===== src/verilog/csrTreePkg.sv =====
// shared widths, request/response structs, routing table and identity words for the CSR tree
`default_nettype none

package csrTreePkg;

  localparam int BlockIdBits = 8; // target block number
  localparam int AddressBits = 8; // word address inside a block
  localparam int DataBits = 32;
  localparam int Leaves = 4; // splitter outputs
  localparam int LeafWords = 8; // words per leaf
  localparam int WordIndexBits = $clog2(LeafWords);

  // request from host toward a leaf
  typedef struct packed {
    logic                   read;
    logic                   write;
    logic [BlockIdBits-1:0] toBlock;
    logic [AddressBits-1:0] address;
    logic [DataBits-1:0]    wdata;
  } csrReq;

  // response back toward the host, ready is a one-cycle pulse
  typedef struct packed {
    logic                ready;
    logic                error;
    logic [DataBits-1:0] rdata;
  } csrResp;

  // routing table: leaf 3 covers blocks 4..7 through its mask
  localparam logic [BlockIdBits-1:0] LeafKey [0:Leaves-1] = '{8'd0, 8'd1, 8'd2, 8'd4};
  localparam logic [BlockIdBits-1:0] LeafMask [0:Leaves-1] = '{8'd0, 8'd0, 8'd0, 8'd3};

  // identity word base, leaf i reads IdBase + i at word 0
  localparam logic [DataBits-1:0] IdBase = 32'hC5A0_1000;

  // true when a block number falls inside the given leaf's key/mask window
  function automatic logic leafHit(input logic [BlockIdBits-1:0] toBlock, input int leaf);
    logic [BlockIdBits-1:0] masked;
    masked = toBlock & ~LeafMask[leaf];
    return masked == LeafKey[leaf];
  endfunction

endpackage

`default_nettype wire

===== src/verilog/csrBus.sv =====
// one CSR link inside the tree, host drives the request and the device answers
`timescale 1ns/1ps
`default_nettype none

interface csrBus;

  csrTreePkg::csrReq  req;  // held until ready is seen
  csrTreePkg::csrResp resp; // ready pulses once per request

  // requesting side, splitter downstream or top-level upstream
  modport host (
    output req,
    input  resp
  );

  // answering side, a leaf or the splitter's upstream port
  modport device (
    input  req,
    output resp
  );

endinterface

`default_nettype wire


===== src/verilog/csrSubsystem.sv =====
// CSR tree top level, one host port fanned out by the splitter to four register-file leaves
`timescale 1ns/1ps
`default_nettype none

module csrSubsystem (
  input  logic                               clock,
  input  logic                               resetSync,
  input  logic                               read,
  input  logic                               write,
  input  logic [csrTreePkg::BlockIdBits-1:0] toBlock,
  input  logic [csrTreePkg::AddressBits-1:0] address,
  input  logic [csrTreePkg::DataBits-1:0]    wdata,
  output logic                               ready,
  output logic                               error,
  output logic [csrTreePkg::DataBits-1:0]    rdata
);

  csrBus upLink ();
  csrBus leafLink [csrTreePkg::Leaves] ();

  // host pins onto the upstream link
  assign upLink.req = '{
    read:    read,
    write:   write,
    toBlock: toBlock,
    address: address,
    wdata:   wdata
  };

  assign ready = upLink.resp.ready;
  assign error = upLink.resp.error;
  assign rdata = upLink.resp.rdata;

  csrTreeSplitter uSplitter (
    .clock     (clock),
    .resetSync (resetSync),
    .up        (upLink),
    .down      (leafLink)
  );

  // one leaf per splitter output, index picks the identity word
  for (genvar i = 0; i < csrTreePkg::Leaves; i++) begin : gLeaf
    csrRegisterFile #(
      .LeafIndex (i)
    ) uLeaf (
      .clock     (clock),
      .resetSync (resetSync),
      .bus       (leafLink[i])
    );
  end

endmodule

`default_nettype wire


===== src/verilog/csrRegisterFile.sv =====
// one CSR leaf with eight words, word 0 a read-only identity and everything past word 7 an error
`timescale 1ns/1ps
`default_nettype none

module csrRegisterFile #(
  parameter int LeafIndex = 0
) (
  input logic   clock,
  input logic   resetSync,
  csrBus.device bus
);

  localparam int DataBits = csrTreePkg::DataBits;
  localparam int LeafWords = csrTreePkg::LeafWords;
  localparam int WordIndexBits = csrTreePkg::WordIndexBits;
  localparam logic [DataBits-1:0] IdWord = csrTreePkg::IdBase + DataBits'(LeafIndex);

  logic [DataBits-1:0]      words [1:LeafWords-1]; // word 0 has no storage
  logic [DataBits-1:0]      readWord;
  logic [WordIndexBits-1:0] wordIndex;
  logic                     request;
  logic                     inRange;
  logic                     writeToId;
  logic                     answered; // already responded to this request

  assign request = bus.req.read || bus.req.write;
  assign inRange = bus.req.address < LeafWords;
  assign wordIndex = bus.req.address[WordIndexBits-1:0];
  assign writeToId = bus.req.write && (wordIndex == '0);

  always_comb begin
    if (wordIndex == '0) begin
      readWord = IdWord;
    end else begin
      readWord = words[wordIndex];
    end
  end

  always_ff @(posedge clock) begin
    if (resetSync) begin
      bus.resp <= '0;
      answered <= 1'b0;
      for (int w = 1; w < LeafWords; w++) begin
        words[w] <= '0;
      end
    end else begin
      bus.resp.ready <= 1'b0;

      if (!request) begin
        answered <= 1'b0; // rearm once the request drops
      end else if (!answered) begin
        answered <= 1'b1;
        bus.resp.ready <= 1'b1;
        if (!inRange || writeToId) begin
          // nothing stored, no data back
          bus.resp.error <= 1'b1;
          bus.resp.rdata <= '0;
        end else if (bus.req.write) begin
          words[wordIndex] <= bus.req.wdata;
          bus.resp.error <= 1'b0;
          bus.resp.rdata <= '0; // writes return zero
        end else begin
          bus.resp.error <= 1'b0;
          bus.resp.rdata <= readWord;
        end
      end
    end
  end

endmodule

`default_nettype wire


===== src/verilog/csrTreeSplitter.sv =====
// routes one upstream CSR request to a leaf by key/mask match and returns the registered response
`timescale 1ns/1ps
`default_nettype none

module csrTreeSplitter (
  input logic   clock,
  input logic   resetSync,
  csrBus.device up,
  csrBus.host   down [csrTreePkg::Leaves]
);

  localparam int Leaves = csrTreePkg::Leaves;

  typedef enum logic [1:0] {
    StIdle,
    StSelect,
    StAccess,
    StWait
  } stateT;

  stateT state;

  csrTreePkg::csrReq  held;             // captured upstream request
  logic [Leaves-1:0]  hit;              // combinational key match
  logic [Leaves-1:0]  select;           // registered one-hot leaf select
  logic               active;           // downstream request is being presented
  logic               upRequest;
  csrTreePkg::csrResp leafResp [Leaves];
  csrTreePkg::csrResp merged;

  assign upRequest = up.req.read || up.req.write;

  // key/mask decode of the held block number
  always_comb begin
    for (int i = 0; i < Leaves; i++) begin
      hit[i] = csrTreePkg::leafHit(held.toBlock, i);
    end
  end

  // only the selected leaf sees read/write
  for (genvar i = 0; i < Leaves; i++) begin : gDown
    assign down[i].req = '{
      read:    held.read && active && select[i],
      write:   held.write && active && select[i],
      toBlock: held.toBlock,
      address: held.address,
      wdata:   held.wdata
    };
    assign leafResp[i] = down[i].resp;
  end

  // lowest-numbered ready leaf wins the merge
  always_comb begin
    merged = '0;
    for (int i = Leaves - 1; i >= 0; i--) begin
      if (leafResp[i].ready) begin
        merged = leafResp[i];
      end
    end
  end

  // request capture in idle
  always_ff @(posedge clock) begin
    if (state == StIdle && upRequest) begin
      held <= up.req;
    end
  end

  always_ff @(posedge clock) begin
    if (resetSync) begin
      state <= StIdle;
      select <= '0;
      active <= 1'b0;
      up.resp <= '0;
    end else begin
      up.resp.ready <= 1'b0; // single-cycle pulse

      case (state)
        StIdle: begin
          if (upRequest) begin
            state <= StSelect;
          end
        end

        StSelect: begin
          select <= hit;
          state <= StAccess;
        end

        StAccess: begin
          active <= 1'b1;
          if (merged.ready) begin
            // pass the leaf's answer up one cycle later
            up.resp.ready <= 1'b1;
            up.resp.error <= merged.error;
            up.resp.rdata <= merged.rdata;
            active <= 1'b0;
            state <= StWait;
          end else if (active && select == '0) begin
            // nobody owns this block
            up.resp.ready <= 1'b1;
            up.resp.error <= 1'b1;
            up.resp.rdata <= '0;
            active <= 1'b0;
            state <= StWait;
          end
        end

        StWait: begin
          if (!upRequest) begin
            state <= StIdle; // host has let go
          end
        end

        default: begin
          state <= StIdle;
        end
      endcase
    end
  end

endmodule

`default_nettype wire


===== config.mk =====
export PLATFORM = sky130hd
export DESIGN_NAME = csrSubsystem
export DESIGN_NICKNAME = d
export VERILOG_FILES = /design/src/verilog/csrTreePkg.sv /design/src/verilog/csrBus.sv /design/src/verilog/csrSubsystem.sv /design/src/verilog/csrRegisterFile.sv /design/src/verilog/csrTreeSplitter.sv
export SDC_FILE = /design/constraint.sdc
export NUM_CORES = 2
export LEC_CHECK = 0
export ABC_AREA = 1
export BUFFER_PORTS_ARGS = -buffer_cell sky130_fd_sc_hd__buf_2
export CAP_MARGIN = 25
export CORE_ASPECT_RATIO = 0.5
export CORE_MARGIN = 10
export CORE_UTILIZATION = 63
export DETAILED_ROUTE_END_ITERATION = 8
export PLACE_DENSITY = 0.85
export SLEW_MARGIN = 20
export SYNTH_ARGS = -nofsm -noshare
export SYNTH_HDL_FRONTEND = slang
export SYNTH_SLANG_ARGS = --single-unit

===== constraint.sdc =====
create_clock -name clock -period 3.84 [get_ports clock]
set_input_delay 0.384 -clock clock [delete_from_list [all_inputs] [get_ports clock]]
set_output_delay 0.384 -clock clock [all_outputs]
set_load 0.05 [all_outputs]

==> flow_summary_export.csv <==
group,metric,value,unit
run_status,status,"complete, no violations",
drt,drt_iter0_drc,7925,
drt,drt_wl_total,181,mm
floorplanning,die-area,107000,um^2
floorplanning,dieWidth,454,um
clocking,cts_tree,"yes",
global_route,grt_start_max_net_pins,182,
drt,vias_per_cell,5.85,
setup_path,r2r_cells,6,
pwr,power.share.clock,27.4,%
cells_and_area,final_cell_count_no_fill,7754,
synth,synth_largest_area_cell,"edfxtp_1",
placed_design,port_buffers,85,
setup_path,endpoint_kind,"register",
placed_design,dp.cells,7489,
floorplanning,core-area,93100,um^2
setup_path,cp_cell_sequence,"nor3_4 -> nor2_8 -> buf_12 -> nand3_4 -> buf_4 -> nor2_1",
setup_path,max_stage_delay,0.68,ns
clocking,cts_buffers,110,
cells_and_area,multi_input_area,19200,um^2
sta,timing.fmax,358,MHz
clocking,htree_levels,3,
synth,seq_area_frac_synth,60.7,%
sta,post-route-period-util,72.8,%
synth,syn_inst,6290,
pwr,p_int,25.8,mW
placed_design,globalplace.congestion,0.983,
sta,relSlewSlack,24.0,%
pwr,p_seq_share,38.9,%
synth,yosysUniqueCellTypes,32,
cells_and_area,drive_gt1_share,20.4,%
clocking,clk_pin_slew,0.07,ns
pwr,p_per_area,662,nW/um^2
min_path,hold_class,"in2reg",
synth,synth_top_area_share,54.5,%
clocking,cts_root_buffer,"clkbuf_16",
pwr,finalPower,43.3,mW
synth,synth_area_per_cell,9.41,um^2
cells_and_area,fillers,6516,
sta,setup_viol,0,
floorplanning,rows,79,
floorplanning,die-height,237,um
cells_and_area,nets,6457,
global_route,antenna_found_initial,8,
setup_path,path_depth,6,
placed_design,hpwl,115,mm
global_route,grt_pass1_wl,267,mm
setup_path,critPathTopFamily,"simple AND/OR/NAND/NOR gates",
synth,synth_area,59200,um^2
min_path,min_path_cells,2,
synth,ys_warn_count,0,
sta,grt_setup_unrepaired,"no",
drt,vias,45353,
clocking,post_cts_buffers,0,
sta,finalHoldViolCount,0,
synth,ys_top_cells_by_area,"edfxtp_1 (54%), nand2_1 (13%), nor2_2 (8.6%), dfxtp_1 (6.2%), nand3_1 (4.5%)",
setup_path,worst-path-buf-inv,2,
pwr,share_comb_of_total_power,33.7,%
cells_and_area,layout_commonest_cell,"nand2_1",
sta,timing.setup.tns,0,ns
setup_path,crit_type,"reg2reg",
sta,slew_viol_final,0,
clocking,clock_latency,0.73,ns
pwr,switchingPower,17.6,mW
setup_path,cpMaxStageDelayCell,"nor3_4",
drt,drc_errors,0,
setup_path,cp_data_arrival_time,3.23,ns
global_route,track_usage,33.0,%
cells_and_area,seqCellArea,35900,um^2
floorplanning,io-pin-count,86,
cells_and_area,layout_common_cells,"nand2_1 (2106), edfxtp_1 (1074), nor2_2 (814)",
pwr,swShare,40.6,%
pwr,ir_drop,0.000738,V
pwr,power.leakage,27.6,nW
synth,synth_seq_cells,1258,
job,maxCapViolations,0,
sta,skew,0.0146,ns
drt,avgRoutedWirePerCell,23.4,um
global_route,grt_pass1_vias,42816,
setup_path,worstPathMaxFanout,32,
setup_path,startpoint_type,"register",
drt,firstDrtPassIters,8,
placed_design,dpl-instance-area,61000,um^2
drt,ant_nets,0,
cells_and_area,syn2layout_area_growth,10.6,%
clocking,cts.sinks,1258,
synth,synth_edf_count,1074,
sta,finalCriticalPeriod,2.80,ns
global_route,grt.overflow.total,0,
clocking,cts_buffer_depth,3,
synth,async_reset_ff_share,0,%
sta,tightestPinTransition,1.14,ns
setup_path,cp.required,4.27,ns
floorplanning,start_util,63.6,%
cells_and_area,fin_area,65500,um^2
synth,ys.flop_type,"edfxtp_1",
[registers in the layout, summed over array words and instances (netlist names), named ones only]
name and count:
gLeaf.uLeaf.words 1024, uSplitter.active 1, gLeaf.uLeaf.bus.resp 136, uSplitter.down.req 48, uSplitter.state 2, gLeaf.uLeaf.answered 4, uSplitter.up.resp 34, uSplitter.select 4
uSplitter.held 2
[cell type report]
class | instances | share of cell area [%]
Clock inverter | 60 | 1.09
Timing Repair Buffer | 296 | 3.92
Clock buffer | 146 | 4.71
Antenna cell | 4 | 0.0153
Tap cell | 1255 | 2.40
Inverter | 635 | 3.67
Multi-Input combinational cell | 4100 | 29.3
Sequential cell | 1258 | 54.9
[cells in the mapped netlist (28+ instances only)]
cell type / instances
buf_6: 84
nor2_1: 181
nand3_1: 537
nor2_2: 813
a21oi_1: 200
inv_2: 39
clkbuf_1: 309
edfxtp_1: 1074
dfxtp_1: 184
nand2_1: 2109
inv_1: 596
o21ai_0: 37
nand3_4: 28
[stage by stage]
| stage | hold WS [ns] | utilization, % | setup WS (ns) |
|---|---|---|---|
| 2_1_floorplan | 0.442 | - | 0.507 |
| 3_3_place_gp | 0.428 | 65.2 | 1.14 |
| 3_5_place_dp | 0.435 | 65.6 | 1.09 |
| 4_1_cts | 0.0783 | 70.2 | 1.09 |
| 5_1_grt | 0.144 | 70.3 | 0.969 |
| 6_report | 0.144 | 70.3 | 1.04 |
[logic make-up after synthesis]
group / Yosys count / synth area share (%)
DFF: 1258 / 60.7
adders and majority gates: 4 / 0.0845
AOI/OAI and AO/OA: 266 / 2.35
buffers and inverters: 1059 / 7.81
and+or+nand+nor: 3702 / 29.0
other: 1 / 0.00633
[power groups by stage]
stage | clock, mW | sequential [mW] | combinational [mW]
after floorplan | 0 | 16.3 | 8.33
after global placement | 0 | 17.0 | 13.2
after detailed placement | 0 | 17.1 | 13.7
after CTS | 11.8 | 16.8 | 13.9
after global routing | 12.3 | 16.9 | 15.3
final | 11.9 | 16.9 | 14.6
[layer usage]
metal | routed length [um] | vias up | global-route usage [%]
met5 | 65 | - | 0
met4 | 8330 | 10 | 13.6
met3 | 28100 | 465 | 10.1
met2 | 77500 | 3352 | 48.0
met1 | 67100 | 21452 | 46.0
li1 | - | 20074 | -
[worst paths after layout]
path,slack [ns],to,start
worst max-delay path,1.04,gLeaf[3].uLeaf.words[4][1],uSplitter.down[0].req[33]
worst min-delay path,0.14,gLeaf[3].uLeaf.answered,resetSync
worst max register to register,1.04,gLeaf[3].uLeaf.words[4][1],uSplitter.down[0].req[33]
worst min register to register,0.45,uSplitter.up.resp[11],uSplitter.up.resp[11]
[timing repair]
item	CTS	global route
resized for setup	0	0
endpoints found under the hold margin	53	0
hold buffers	50	0
No activity file was read; power rests on OpenSTA's default activity.
